==> src/verilog/mem_pkg.sv <==
package mem_pkg;

	localparam int LINE_ADDR_W = 12;                     // line address width.
	localparam int LINE_W = 128;                         // bits per cache line.
	localparam int L2_INDEX_W = 4;                       // low address bits pick the set.
	localparam int L2_TAG_W = LINE_ADDR_W - L2_INDEX_W;  // the rest is tag.
	localparam int VC_SLOT_W = 2;
	localparam int L2_SETS = 1 << L2_INDEX_W;            // 16 sets.
	localparam int VC_ENTRIES = 1 << VC_SLOT_W;          // 4 victim entries.

	typedef logic [LINE_ADDR_W-1:0] line_addr_t;
	typedef logic [LINE_W-1:0] line_t;
	typedef logic [L2_INDEX_W-1:0] l2_index_t;
	typedef logic [L2_TAG_W-1:0] l2_tag_t;
	typedef logic [VC_SLOT_W-1:0] vc_slot_t;             // also used as an age rank.

	typedef enum logic [2:0] {
		L2_IDLE,
		L2_LOOKUP,
		L2_EVICT,                                        // one cycle, hands the miss to the router.
		L2_FILL,
		L2_RESPOND
	} l2_state_t;

	typedef enum logic [2:0] {
		RT_IDLE,
		RT_VC_LOOKUP,                                    // insert the victim, then probe.
		RT_MEM_READ,
		RT_MEM_WRITE,
		RT_DONE
	} route_state_t;

endpackage : mem_pkg

==> src/verilog/l2_cache.sv <==
module l2_cache (
	input  logic                pmembus,
	input  logic                rst_n,
	input  logic                req_valid,
	input  mem_pkg::line_addr_t addr,
	input  logic                we,
	input  mem_pkg::line_t      wdata,
	output logic                req_ready,
	output logic                resp_valid,
	output mem_pkg::line_t      rdata,
	output logic                miss_valid,
	output mem_pkg::line_addr_t miss_addr,
	output logic                evict_valid,
	output mem_pkg::line_addr_t evict_addr,
	output mem_pkg::line_t      evict_data,
	output logic                evict_dirty,
	input  logic                fill_valid,
	input  mem_pkg::line_t      fill_data
);

	mem_pkg::l2_state_t state_q;

	logic [mem_pkg::L2_SETS-1:0] valid_q;
	logic [mem_pkg::L2_SETS-1:0] dirty_q;
	mem_pkg::l2_tag_t tag_q [mem_pkg::L2_SETS];
	mem_pkg::line_t data_q [mem_pkg::L2_SETS];

	mem_pkg::line_addr_t addr_q;  // the request being served.
	logic we_q;
	mem_pkg::line_t wdata_q;
	mem_pkg::line_t rdata_q;

	mem_pkg::l2_index_t idx;
	mem_pkg::l2_tag_t tag;
	logic hit;
	mem_pkg::line_t new_line;

	assign idx = addr_q[mem_pkg::L2_INDEX_W-1:0];
	assign tag = addr_q[mem_pkg::LINE_ADDR_W-1:mem_pkg::L2_INDEX_W];
	assign hit = valid_q[idx] && (tag_q[idx] == tag);
	assign new_line = we_q ? wdata_q : fill_data;  // a write miss replaces the whole line.

	assign req_ready = (state_q == mem_pkg::L2_IDLE);
	assign resp_valid = (state_q == mem_pkg::L2_RESPOND);
	assign rdata = rdata_q;

	// victim goes out together with the miss, clean or dirty.
	assign miss_valid = (state_q == mem_pkg::L2_EVICT);
	assign miss_addr = addr_q;
	assign evict_valid = miss_valid && valid_q[idx];
	assign evict_addr = {tag_q[idx], idx};
	assign evict_data = data_q[idx];
	assign evict_dirty = dirty_q[idx];

	always_ff @(posedge pmembus)
	begin
		if (!rst_n)
		begin
			state_q <= mem_pkg::L2_IDLE;
			valid_q <= '0;
			dirty_q <= '0;
		end
		else
		begin
			case (state_q)
				mem_pkg::L2_IDLE:
				begin
					if (req_valid)
						state_q <= mem_pkg::L2_LOOKUP;
				end
				mem_pkg::L2_LOOKUP:
				begin
					if (hit)
					begin
						if (we_q)
							dirty_q[idx] <= 1'b1;  // write hit.
						state_q <= mem_pkg::L2_RESPOND;
					end
					else
					begin
						state_q <= mem_pkg::L2_EVICT;
					end
				end
				mem_pkg::L2_EVICT:
				begin
					state_q <= mem_pkg::L2_FILL;       // router has latched the miss.
				end
				mem_pkg::L2_FILL:
				begin
					if (fill_valid)
					begin
						valid_q[idx] <= 1'b1;
						dirty_q[idx] <= we_q;          // a merged write leaves it dirty.
						state_q <= mem_pkg::L2_RESPOND;
					end
				end
				mem_pkg::L2_RESPOND:
				begin
					state_q <= mem_pkg::L2_IDLE;
				end
				default:
				begin
					state_q <= mem_pkg::L2_IDLE;
				end
			endcase
		end
	end

	always_ff @(posedge pmembus)
	begin
		if (state_q == mem_pkg::L2_IDLE && req_valid)
		begin
			addr_q <= addr;
			we_q <= we;
			wdata_q <= wdata;
		end
		if (state_q == mem_pkg::L2_LOOKUP && hit)
		begin
			if (we_q)
				data_q[idx] <= wdata_q;
			rdata_q <= we_q ? wdata_q : data_q[idx];  // a write echoes its own line.
		end
		if (state_q == mem_pkg::L2_FILL && fill_valid)
		begin
			tag_q[idx] <= tag;
			data_q[idx] <= new_line;
			rdata_q <= new_line;
		end
	end

endmodule : l2_cache

==> src/verilog/line_arbiter.sv <==
module line_arbiter (
	input  logic                pmembus,
	input  logic                rst_n,
	input  logic                i_req_valid,
	input  mem_pkg::line_addr_t i_addr,
	output logic                i_req_ready,
	output logic                i_resp_valid,
	output mem_pkg::line_t      i_rdata,
	input  logic                d_req_valid,
	input  mem_pkg::line_addr_t d_addr,
	input  logic                d_we,
	input  mem_pkg::line_t      d_wdata,
	output logic                d_req_ready,
	output logic                d_resp_valid,
	output mem_pkg::line_t      d_rdata,
	output logic                l2_req_valid,
	output mem_pkg::line_addr_t l2_addr,
	output logic                l2_we,
	output mem_pkg::line_t      l2_wdata,
	input  logic                l2_req_ready,
	input  logic                l2_resp_valid,
	input  mem_pkg::line_t      l2_rdata
);

	logic prio_q;   // set when the data port has first pick.
	logic owner_q;  // set when the data port owns the open request.
	logic grant_d;
	logic grant_i;

	assign grant_d = d_req_valid && (prio_q || !i_req_valid);  // data wins on its turn or alone.
	assign grant_i = i_req_valid && !grant_d;

	assign l2_req_valid = i_req_valid || d_req_valid;
	assign l2_addr = grant_d ? d_addr : i_addr;
	assign l2_we = grant_d && d_we;                             // instruction side never writes.
	assign l2_wdata = d_wdata;

	// a port is ready unless the other one holds the grant.
	assign i_req_ready = l2_req_ready && !grant_d;
	assign d_req_ready = l2_req_ready && !grant_i;

	assign i_resp_valid = l2_resp_valid && !owner_q;            // steer back to the winner.
	assign d_resp_valid = l2_resp_valid && owner_q;
	assign i_rdata = l2_rdata;
	assign d_rdata = l2_rdata;

	always_ff @(posedge pmembus)
	begin
		if (!rst_n)
		begin
			prio_q <= 1'b0;
			owner_q <= 1'b0;
		end
		else if (l2_req_valid && l2_req_ready)
		begin
			owner_q <= grant_d;                                 // remember who gets the answer.
			prio_q <= grant_i;                                  // loser goes first next time.
		end
	end

endmodule : line_arbiter

==> src/verilog/mem_hier.sv <==
module mem_hier (
	input  logic                pmembus,
	input  logic                rst_n,
	input  logic                i_req_valid,
	input  mem_pkg::line_addr_t i_addr,
	output logic                i_req_ready,
	output logic                i_resp_valid,
	output mem_pkg::line_t      i_rdata,
	input  logic                d_req_valid,
	input  mem_pkg::line_addr_t d_addr,
	input  logic                d_we,
	input  mem_pkg::line_t      d_wdata,
	output logic                d_req_ready,
	output logic                d_resp_valid,
	output mem_pkg::line_t      d_rdata,
	output logic                mem_valid,
	output logic                mem_we,
	output mem_pkg::line_addr_t mem_addr,
	output mem_pkg::line_t      mem_wdata,
	input  logic                mem_ready,
	input  logic                mem_rvalid,
	input  mem_pkg::line_t      mem_rdata
);

	logic l2_req_valid;           // arbiter to l2.
	logic l2_req_ready;
	logic l2_we;
	logic l2_resp_valid;
	mem_pkg::line_addr_t l2_addr;
	mem_pkg::line_t l2_wdata;
	mem_pkg::line_t l2_rdata;

	logic miss_valid;             // l2 to router.
	logic evict_valid;
	logic evict_dirty;
	logic fill_valid;
	mem_pkg::line_addr_t miss_addr;
	mem_pkg::line_addr_t evict_addr;
	mem_pkg::line_t evict_data;
	mem_pkg::line_t fill_data;

	logic lookup_valid;           // router to victim cache.
	logic lookup_hit;
	logic insert_valid;
	logic insert_ready;
	logic insert_dirty;
	logic wb_valid;
	logic wb_done;
	mem_pkg::line_addr_t lookup_addr;
	mem_pkg::line_addr_t insert_addr;
	mem_pkg::line_addr_t wb_addr;
	mem_pkg::line_t lookup_data;
	mem_pkg::line_t insert_data;
	mem_pkg::line_t wb_data;

	line_arbiter line_arbiter_i (
		.pmembus, .rst_n,
		.i_req_valid, .i_addr, .i_req_ready, .i_resp_valid, .i_rdata,
		.d_req_valid, .d_addr, .d_we, .d_wdata, .d_req_ready, .d_resp_valid, .d_rdata,
		.l2_req_valid, .l2_addr, .l2_we, .l2_wdata,
		.l2_req_ready, .l2_resp_valid, .l2_rdata
	);

	l2_cache l2_cache_i (
		.pmembus, .rst_n,
		.req_valid(l2_req_valid), .addr(l2_addr), .we(l2_we), .wdata(l2_wdata),
		.req_ready(l2_req_ready), .resp_valid(l2_resp_valid), .rdata(l2_rdata),
		.miss_valid, .miss_addr,
		.evict_valid, .evict_addr, .evict_data, .evict_dirty,
		.fill_valid, .fill_data
	);

	victim_cache victim_cache_i (
		.pmembus, .rst_n,
		.lookup_valid, .lookup_addr, .lookup_hit, .lookup_data,
		.insert_valid, .insert_addr, .insert_data, .insert_dirty, .insert_ready,
		.wb_valid, .wb_addr, .wb_data, .wb_done
	);

	miss_router miss_router_i (
		.pmembus, .rst_n,
		.miss_valid, .miss_addr,
		.evict_valid, .evict_addr, .evict_data, .evict_dirty,
		.fill_valid, .fill_data,
		.lookup_valid, .lookup_addr, .lookup_hit, .lookup_data,
		.insert_valid, .insert_addr, .insert_data, .insert_dirty, .insert_ready,
		.wb_valid, .wb_addr, .wb_data, .wb_done,
		.mem_valid, .mem_we, .mem_addr, .mem_wdata,
		.mem_ready, .mem_rvalid, .mem_rdata
	);

endmodule : mem_hier

==> src/verilog/miss_router.sv <==
module miss_router (
	input  logic                pmembus,
	input  logic                rst_n,
	input  logic                miss_valid,
	input  mem_pkg::line_addr_t miss_addr,
	input  logic                evict_valid,
	input  mem_pkg::line_addr_t evict_addr,
	input  mem_pkg::line_t      evict_data,
	input  logic                evict_dirty,
	output logic                fill_valid,
	output mem_pkg::line_t      fill_data,
	output logic                lookup_valid,
	output mem_pkg::line_addr_t lookup_addr,
	input  logic                lookup_hit,
	input  mem_pkg::line_t      lookup_data,
	output logic                insert_valid,
	output mem_pkg::line_addr_t insert_addr,
	output mem_pkg::line_t      insert_data,
	output logic                insert_dirty,
	input  logic                insert_ready,
	input  logic                wb_valid,
	input  mem_pkg::line_addr_t wb_addr,
	input  mem_pkg::line_t      wb_data,
	output logic                wb_done,
	output logic                mem_valid,
	output logic                mem_we,
	output mem_pkg::line_addr_t mem_addr,
	output mem_pkg::line_t      mem_wdata,
	input  logic                mem_ready,
	input  logic                mem_rvalid,
	input  mem_pkg::line_t      mem_rdata
);

	mem_pkg::route_state_t state_q;
	logic ins_pend_q;             // victim still has to go into the victim cache.
	logic sent_q;                 // probe or memory read already issued.
	logic hit_q;                  // line came from the victim cache.
	mem_pkg::line_addr_t miss_addr_q;
	mem_pkg::line_addr_t ev_addr_q;
	mem_pkg::line_t ev_data_q;
	logic ev_dirty_q;
	mem_pkg::line_t fill_q;
	logic lk_result;

	assign lk_result = (state_q == mem_pkg::RT_VC_LOOKUP) && !ins_pend_q && sent_q;

	// insert is held across the writeback so the victim cache keeps wb_valid up.
	assign insert_valid = ins_pend_q &&
		(state_q == mem_pkg::RT_VC_LOOKUP || state_q == mem_pkg::RT_MEM_WRITE);
	assign insert_addr = ev_addr_q;
	assign insert_data = ev_data_q;
	assign insert_dirty = ev_dirty_q;
	assign lookup_valid = (state_q == mem_pkg::RT_VC_LOOKUP) && !ins_pend_q && !sent_q;
	assign lookup_addr = miss_addr_q;

	assign mem_we = (state_q == mem_pkg::RT_MEM_WRITE);
	assign mem_valid = mem_we || (state_q == mem_pkg::RT_MEM_READ && !sent_q);
	assign mem_addr = mem_we ? wb_addr : miss_addr_q;
	assign mem_wdata = wb_data;
	assign wb_done = mem_we && mem_ready;

	assign fill_valid = (state_q == mem_pkg::RT_DONE);
	assign fill_data = fill_q;

	always_ff @(posedge pmembus)
	begin
		if (!rst_n)
		begin
			state_q <= mem_pkg::RT_IDLE;
			ins_pend_q <= 1'b0;
			sent_q <= 1'b0;
			hit_q <= 1'b0;
		end
		else
		begin
			case (state_q)
				mem_pkg::RT_IDLE:
				begin
					if (miss_valid)
					begin
						ins_pend_q <= evict_valid;
						sent_q <= 1'b0;
						hit_q <= 1'b0;
						state_q <= mem_pkg::RT_VC_LOOKUP;
					end
				end
				mem_pkg::RT_VC_LOOKUP:
				begin
					if (ins_pend_q)
					begin
						if (insert_ready)
							ins_pend_q <= 1'b0;
						else
							state_q <= mem_pkg::RT_MEM_WRITE;  // displaced dirty line first.
					end
					else if (!sent_q)
					begin
						sent_q <= 1'b1;
					end
					else
					begin
						sent_q <= 1'b0;
						if (lookup_hit)
						begin
							hit_q <= 1'b1;
							// a dirty swap-back is written out so the fill is clean.
							state_q <= wb_valid ? mem_pkg::RT_MEM_WRITE : mem_pkg::RT_DONE;
						end
						else
						begin
							state_q <= mem_pkg::RT_MEM_READ;
						end
					end
				end
				mem_pkg::RT_MEM_WRITE:
				begin
					if (mem_ready)
						state_q <= hit_q ? mem_pkg::RT_DONE : mem_pkg::RT_VC_LOOKUP;
				end
				mem_pkg::RT_MEM_READ:
				begin
					if (mem_valid && mem_ready)
						sent_q <= 1'b1;
					if (sent_q && mem_rvalid)
					begin
						sent_q <= 1'b0;
						state_q <= mem_pkg::RT_DONE;
					end
				end
				default:
				begin
					state_q <= mem_pkg::RT_IDLE;                // done, fill pulse went out.
				end
			endcase
		end
	end

	always_ff @(posedge pmembus)
	begin
		if (state_q == mem_pkg::RT_IDLE && miss_valid)
		begin
			miss_addr_q <= miss_addr;
			ev_addr_q <= evict_addr;
			ev_data_q <= evict_data;
			ev_dirty_q <= evict_dirty;
		end
		if (lk_result && lookup_hit)
			fill_q <= lookup_data;
		if (state_q == mem_pkg::RT_MEM_READ && sent_q && mem_rvalid)
			fill_q <= mem_rdata;
	end

endmodule : miss_router

==> src/verilog/victim_cache.sv <==
module victim_cache (
	input  logic                pmembus,
	input  logic                rst_n,
	input  logic                lookup_valid,
	input  mem_pkg::line_addr_t lookup_addr,
	output logic                lookup_hit,
	output mem_pkg::line_t      lookup_data,
	input  logic                insert_valid,
	input  mem_pkg::line_addr_t insert_addr,
	input  mem_pkg::line_t      insert_data,
	input  logic                insert_dirty,
	output logic                insert_ready,
	output logic                wb_valid,
	output mem_pkg::line_addr_t wb_addr,
	output mem_pkg::line_t      wb_data,
	input  logic                wb_done
);

	logic [mem_pkg::VC_ENTRIES-1:0] valid_q;
	logic [mem_pkg::VC_ENTRIES-1:0] dirty_q;
	mem_pkg::line_addr_t addr_q [mem_pkg::VC_ENTRIES];
	mem_pkg::line_t data_q [mem_pkg::VC_ENTRIES];
	mem_pkg::vc_slot_t age_q [mem_pkg::VC_ENTRIES];  // 0 is newest, ranks stay packed.

	logic pend_q;                   // a dirty hit waits for its writeback.
	mem_pkg::vc_slot_t pend_slot_q;
	logic hit_q;
	mem_pkg::line_t hit_data_q;

	logic hit_any;
	logic has_free;
	logic ins_en;
	logic rel_en;
	mem_pkg::vc_slot_t hit_slot;
	mem_pkg::vc_slot_t free_slot;
	mem_pkg::vc_slot_t old_slot;
	mem_pkg::vc_slot_t ins_slot;
	mem_pkg::vc_slot_t wb_slot;
	mem_pkg::vc_slot_t rel_slot;

	always_comb
	begin
		hit_any = 1'b0;
		hit_slot = '0;
		has_free = 1'b0;
		free_slot = '0;
		old_slot = '0;
		for (int i = 0; i < mem_pkg::VC_ENTRIES; i++)
		begin
			if (valid_q[i] && addr_q[i] == lookup_addr)
			begin
				hit_any = 1'b1;
				hit_slot = mem_pkg::vc_slot_t'(i);
			end
			if (!valid_q[i])
			begin
				has_free = 1'b1;
				free_slot = mem_pkg::vc_slot_t'(i);
			end
			if (valid_q[i] && age_q[i] == mem_pkg::vc_slot_t'(mem_pkg::VC_ENTRIES - 1))
				old_slot = mem_pkg::vc_slot_t'(i);  // only meaningful when full.
		end
	end

	assign ins_slot = has_free ? free_slot : old_slot;
	assign insert_ready = has_free || !dirty_q[old_slot];  // dirty oldest must go to memory first.
	assign ins_en = insert_valid && insert_ready;

	assign wb_slot = pend_q ? pend_slot_q : old_slot;
	assign wb_valid = pend_q || (insert_valid && !has_free && dirty_q[old_slot]);
	assign wb_addr = addr_q[wb_slot];
	assign wb_data = data_q[wb_slot];

	// clean hits leave at once, dirty ones after their writeback.
	assign rel_en = (lookup_valid && hit_any && !dirty_q[hit_slot]) || (wb_done && pend_q);
	assign rel_slot = pend_q ? pend_slot_q : hit_slot;

	assign lookup_hit = hit_q;
	assign lookup_data = hit_data_q;

	always_ff @(posedge pmembus)
	begin
		if (!rst_n)
		begin
			valid_q <= '0;
			dirty_q <= '0;
			pend_q <= 1'b0;
			pend_slot_q <= '0;
			hit_q <= 1'b0;
			for (int i = 0; i < mem_pkg::VC_ENTRIES; i++)
				age_q[i] <= '0;
		end
		else
		begin
			hit_q <= lookup_valid && hit_any;
			if (ins_en)
			begin
				for (int i = 0; i < mem_pkg::VC_ENTRIES; i++)
				begin
					if (mem_pkg::vc_slot_t'(i) == ins_slot)
					begin
						valid_q[i] <= 1'b1;
						dirty_q[i] <= insert_dirty;
						age_q[i] <= '0;
					end
					else if (valid_q[i])
					begin
						age_q[i] <= age_q[i] + mem_pkg::vc_slot_t'(1);  // everyone else ages by one.
					end
				end
			end
			if (rel_en)
			begin
				valid_q[rel_slot] <= 1'b0;
				pend_q <= 1'b0;
				for (int i = 0; i < mem_pkg::VC_ENTRIES; i++)
				begin
					if (valid_q[i] && age_q[i] > age_q[rel_slot])
						age_q[i] <= age_q[i] - mem_pkg::vc_slot_t'(1);  // close the gap.
				end
			end
			if (lookup_valid && hit_any && dirty_q[hit_slot])
			begin
				pend_q <= 1'b1;
				pend_slot_q <= hit_slot;
			end
			if (wb_done && !pend_q)
				dirty_q[old_slot] <= 1'b0;         // displaced line now safe in memory.
		end
	end

	always_ff @(posedge pmembus)
	begin
		if (ins_en)
		begin
			addr_q[ins_slot] <= insert_addr;
			data_q[ins_slot] <= insert_data;
		end
		if (lookup_valid)
			hit_data_q <= data_q[hit_slot];
	end

endmodule : victim_cache
==> config.mk <==
export PLATFORM = sky130hd
export DESIGN_NAME = mem_hier
export DESIGN_NICKNAME = d
export VERILOG_FILES = /design/src/verilog/mem_pkg.sv /design/src/verilog/l2_cache.sv /design/src/verilog/line_arbiter.sv /design/src/verilog/mem_hier.sv /design/src/verilog/miss_router.sv /design/src/verilog/victim_cache.sv
export SDC_FILE = /design/constraint.sdc
export NUM_CORES = 2
export LEC_CHECK = 0
export BUFFER_PORTS_ARGS = -buffer_cell sky130_fd_sc_hd__buf_2
export CORE_MARGIN = 1
export CORE_UTILIZATION = 61
export CTS_CLUSTER_DIAMETER = 200
export DETAILED_ROUTE_END_ITERATION = 7
export HOLD_SLACK_MARGIN = 0.15
export PLACE_DENSITY = 0.84
export SKIP_LAST_GASP = 1
export SYNTH_ARGS = -nofsm -noshare
export SYNTH_HDL_FRONTEND = slang
export SYNTH_SLANG_ARGS = --single-unit
==> constraint.sdc <==
create_clock -name pmembus -period 15.17 [get_ports pmembus]
set_clock_uncertainty 0.1 [all_clocks]
set_input_delay 0.7585 -clock pmembus [delete_from_list [all_inputs] [get_ports pmembus]]
set_output_delay 0.7585 -clock pmembus [all_outputs]
set_load 0.01 [all_outputs]
==> Yosys cells after proc, flatten, opt, wreduce, memory -nomap -nowiden <==
Memories as Yosys holds them, arrays and structs flattened. A register that Yosys moved wholly into a read port is not among the register bits.
Cells that the tools add are included.
{ "op_classes": {"n_addsub": 8, "order_cmp": 11, "n_eq_ne": 32, "mux": 166, "bitwise": 19, "n_reduce_logical": 79} }
{ "ops": {"columns": ["op", "n"], "rows": [
  ["128-bit two-way mux", 7],
  ["1-bit two-way mux", 99],
  ["12-bit == test", 4],
  ["16-bit two-way mux", 3],
  ["1-bit logical AND", 46],
  ["2-bit two-way mux", 21],
  ["3-bit two-way mux", 12],
  ["4-bit two-way mux", 8],
  ["16-bit OR", 2],
  ["16-bit one-hot mux with 2 select lines", 1],
  ["12-bit two-way mux", 2],
  ["3-bit one-hot mux with 4 select lines", 2],
  ["16-bit bitwise mux", 1],
  ["1-bit OR", 13],
  ["3-bit by 2-bit == test with 1-bit output, second input constant", 4],
  ["1-bit logical NOT", 10],
  ["2-bit by 1-bit != test with 1-bit output, second input constant", 5],
  ["2-bit != test, second input constant", 5],
  ["5-bit AND reduction", 2],
  ["2-bit nonzero test", 5],
  ["2-bit by 3-bit less-than comparator with 1-bit output, second input constant", 3],
  ["2-bit by 1-bit adder with 2-bit output, second input constant", 4],
  ["4-bit bitwise AND", 2],
  ["1-bit binary-select mux with 4-bit select", 2],
  ["25 further kinds", 52]
]} }
{ "word_totals": {"regBits": 605, "ram_bits": 2744, "inputBits": 287, "out_inout_bits": 402, "n_memories": 5} }
{ "mem_list": {"columns": ["name", "depth", "word_bits", "read_ports", "rd_ports_with_merged_regs", "write_ports", "line_no", "rtl"], "rows": [
  ["l2_cache_i.data_q", 16, 128, 1, 1, 1, "l2_cache.sv:26", "mem_pkg::line_t data_q [mem_pkg::L2_SETS];"],
  ["victim_cache_i.data_q", 4, 128, 2, 1, 1, "victim_cache.sv:22", "mem_pkg::line_t data_q [mem_pkg::VC_ENTRIES];"],
  ["l2_cache_i.tag_q", 16, 8, 1, 1, 1, "l2_cache.sv:25", "mem_pkg::l2_tag_t tag_q [mem_pkg::L2_SETS];"],
  ["victim_cache_i.addr_q", 4, 12, 5, 0, 1, "victim_cache.sv:21", "mem_pkg::line_addr_t addr_q [mem_pkg::VC_ENTRIES];"],
  ["victim_cache_i.age_q", 4, 2, 5, 0, 4, "victim_cache.sv:23", "mem_pkg::vc_slot_t age_q [mem_pkg::VC_ENTRIES];"]
]} }

==> Logic depth before layout (Yosys ltp) <==
An unclocked memory read counts as a cell.
{ "logic_depth": {"ltp_word": 17, "depth_mapped": 16, "ltp_nobuf": 14} }

==> By module <==
From an unflattened synthesis, not the netlist that was laid out.
{ "hier_totals": {"hier_cells": 7178, "area_unflattened_um2": 141649.6} }
{ "modules_own_cells": {"columns": ["mod", "n_inst", "cells_per_inst", "area_per_inst_um2", "seq_area_each_um2"], "rows": [
  ["l2_cache", 1, 4276, 96252.3, 74201.2],
  ["victim_cache", 1, 1859, 30100.1, 21140.3],
  ["miss_router", 1, 627, 12092.8, 8558.2],
  ["line_arbiter", 1, 416, 3204.3, 40.0]
]} }

==> Least setup slack after synthesis <==
No wires, ideal clock.
{ "synth_path": {"path_type": "register to register", "start": "mem victim_cache_i.age_q[2][1] (netlist name)", "end": "reg victim_cache_i.valid_q[2] (netlist name)", "setup_time_ps": 110, "arrival_time_ps": 11930, "required_ps": 14960, "setup_slack_ps": 3031, "path_stages_with_launch": 11, "path_buffers": 1, "period_less_slack_ps": 12139, "path_cell_list": "edfxtp_1 > ha_1 > nand2_1 > nand3_1 > o22ai_1 > a21oi_1 > nand2b_1 > clkbuf_1 > nor3_1 > o21ai_0 > a31oi_1"} }
{ "synth_lines": {"columns": ["element", "line_no", "rtl"], "rows": [
  ["start, declared", "victim_cache.sv:23", null],
  ["end signal, assigned", "victim_cache.sv:85", "valid_q <= '0;"],
  ["end signal, assigned by index", "victim_cache.sv:102", "valid_q[i] <= 1'b1;"],
  ["end signal, assigned by index", "victim_cache.sv:114", "valid_q[rel_slot] <= 1'b0;"],
  ["end, declared", "victim_cache.sv:19", "logic [mem_pkg::VC_ENTRIES-1:0] valid_q;"]
]} }

==> results.py <==
metrics = {
    "status": {
        "status": "finished clean",
    },
    "synth": {
        "ys_async_sr_fraction_pct": 0,
        "synth.most_common_cell": "edfxtp_1",
        "yosysTopAreaCellShare_pct": 74.9,
        "syn_nets": 6902,
        "synthesis.area_um2": 137000,
        "avgSynthCellArea_um2": 20.7,
        "yosysTopAreaCell": "edfxtp_1",
        "synthFlopType": "edfxtp_1",
        "syn_inst": 6608,
        "synth_edf_count": 3418,
        "yosysSeqAreaShare_pct": 75.8,
        "yosysWarningCount": 0,
        "synthDistinctLibCells": 72,
        "synth_top_cells_by_count": "edfxtp_1 (3418), mux4_2 (805), nand2_1 (292)",
        "synth_top_cells_by_area": "edfxtp_1 (75%), mux4_2 (13%), mux2_2 (2.3%)",
        "yosys_register_bits": 3477,
    },
    "finish": {
        "nets": 7858,
        "drive_gt1_share_pct": 31.5,
        "areaGrowthSynthToFinish_pct": 14.5,
    },
    "sta": {
        "hold_violations": 0,
        "slew_headroom_pct": 9.10,
        "period_minus_slack_ps": 6670,
        "rsz0062_at_grt": "no",
        "tns_ps": 0,
        "tightest_slew_ps": 1360,
        "maxSlewViolCount": 0,
        "fmax_ghz": 0.150,
        "setup_viol": 0,
        "hold_ws_ps": 219,
        "post-route-period-util_pct": 43.9,
    },
    "clock_network": {
        "cts.sinks": 3477,
        "cts_root_buf": "clkbuf_16",
        "cts_resized": 0,
        "ctsHtreeMaxLevel": 5,
        "path_clk_slew_ps": 60,
        "cts_made_buffers": 348,
        "clk_latency_ps": 980,
        "cts_tree": "yes",
        "clk_path_buf_depth": 4,
    },
    "drt": {
        "highest_layer": "met5",
        "vias": 76861,
        "drtPass1Iterations": 7,
        "drt_wl_total_um": 404000,
        "wl_met1_um": 128000,
        "drc": 0,
        "via_per_inst": 7.11,
        "drtIter0Drc": 12963,
        "met2_length_um": 196000,
        "post_drt_wl_per_cell_um": 37.3,
        "routed-wl-met3_um": 54300,
        "antenna_left": 0,
    },
    "die": {
        "fp.dieH_um": 476,
        "num_rows": 173,
        "ios": 689,
        "die_area_um2": 226000,
        "die_w_um": 476,
        "coreArea_um2": 223000,
        "start_util_pct": 61.5,
    },
    "global_routing": {
        "antenna_found_initial": 17,
        "first_global_vias": 78091,
        "grt_pass1_wl_um": 565000,
        "grt_overflow": 0,
        "grt_usage_pct": 35.7,
        "grt_max_degree": 182,
    },
    "critical_path": {
        "start_kind": "flop",
        "crit_type": "flop to flop",
        "cp.buffers_inverters": 3,
        "required_ps": 15630,
        "slowest_stage": "buf_4",
        "worstSetupEndpointType": "flop",
        "path_max_fanout": 51,
        "worstPathCellList": "mux4_2, mux4_2, xnor2_1, nand4_1, nor3_1, and4_4, o21ai_2, nor2_4, buf_4, buf_4, buf_4",
        "cp_top_family": "buffers and inverters",
        "cp.arrival_ps": 7120,
        "slowest_delay_ps": 970,
        "path_common_cell": "buf_4",
    },
    "place": {
        "port_buffers": 688,
        "place_congestion": 0.858,
        "hpwl_um": 206000,
    },
    "power": {
        "ir_worst_vdd_v": 0.000113,
        "power_density_nw_per_um2": 142,
        "p_leak_nw": 50.0,
    },
    "run": {
        "cap_violations": 0,
    },
    "worst_hold_path": {
        "min_path_type": "input pin to flop",
    },
}
## flip-flops by register name, summed over array words and instances, names as in the netlist, 16 cells and up, named ones only
register,flops
l2_cache_i.rdata,128
l2_cache_i.wdata_q,128
victim_cache_i.lookup_data,128
miss_router_i.fill_data,128
l2_cache_i.tag_q,128
miss_router_i.insert_data,128
victim_cache_i.addr_q,48
l2_cache_i.dirty_q,16
l2_cache_i.valid_q,16
victim_cache_i.data_q,512
l2_cache_i.data_q,2048
## layout by cell type (no fill, tap or decap), drive strengths merged, types with 25 or more instances in the layout
| master | n |
|---|---|
| a211oi | 29 |
| inv | 25 |
| dfxtp | 59 |
| edfxtp | 3418 |
| o21ai | 262 |
| buf | 820 |
| xnor2 | 44 |
| nor2b | 29 |
| nor2 | 203 |
| bufinv | 33 |
| nand2 | 292 |
| clkbuf | 410 |
| dlygate4sd3 | 284 |
| mux2i | 288 |
| a21oi | 176 |
| mux4 | 805 |
| mux2 | 281 |
| clkinv | 140 |
| o22ai | 48 |
## routing by layer
metal	vias to the layer above	track usage, %
li1	28881	-
met1	38509	45.7
met2	7831	57.6
met3	1630	7.97
met4	10	19.3
met5	-	0
## worst register-to-register path, delay by kind of cell (launching register included)
kind,cells,cell delay (ps)
flip-flops,1,960
AND/OR/NAND/NOR,4,950
buffers and inverters,3,2590
XOR/XNOR,1,300
multiplexers,2,1180
AO/OA/AOI/OAI,1,190
## area by class of cell
cell class                 count  area, µm²
antenna                        9       22.5
clock buffer                 410       9160
clock inverter               197       1840
fill                       12156      65900
inverter                      16       72.6
multi-input combinational   2617      30800
sequential                  3477     104000
tap                         2975       3720
timing repair buffer        1104       7390
## per-stage QoR
step                area (µm²)  util (%)  total power (W)  instances  worst slack [ps]
CTS                     157000      70.4           0.0222      10796              8590
floorplan               137000         -           0.0129       6608              3030
finish                  157000      70.4           0.0223      10805              8500
global placement        143000      64.2           0.0136       9905              8680
detailed placement      143000      64.2           0.0137       9905              8730
global route            157000      70.4           0.0227      10798              8420
## power breakdown
group          switching (W)  total, W  leakage [nW]  internal [W]
Combinational        0.00140   0.00237          13.3      0.000973
Sequential          0.000243    0.0113          31.3        0.0110
Clock                0.00373   0.00860          5.39       0.00487
## final timing paths
check | startpoint | to | slack [ps] | depth (start not counted)
worst max-delay path | flop | l2_cache_i.data_q[2][115] | 8500 | 11
worst min-delay path | i_req_valid | l2_cache_i.state_q[0] | 220 | 5
worst max register to register | flop | l2_cache_i.data_q[2][115] | 8500 | 11
worst min register to register | l2_cache_i.dirty_q[4] | l2_cache_i.dirty_q[4] | 370 | 2
## timing repair
item                                   CTS  global route
setup buffers                            0             0
endpoints found under the hold margin  276             0
hold buffers                           284             0
## cells by family (layout without fill, tap and decap cells)
kind of cell	count (synthesis)	in the layout	synth area share [%]
flip-flops	3477	3477	75.8
XOR/XNOR	57	57	0.381
buffers and inverters	514	1727	1.86
adder cells (fa/ha/maj)	8	8	0.0713
AND/OR/NAND/NOR	630	630	2.02
multiplexers	1374	1374	17.7
AO/OA/AOI/OAI	548	548	2.22
other	0	9	0
Note: power is estimated with default switching activity, not from simulation.
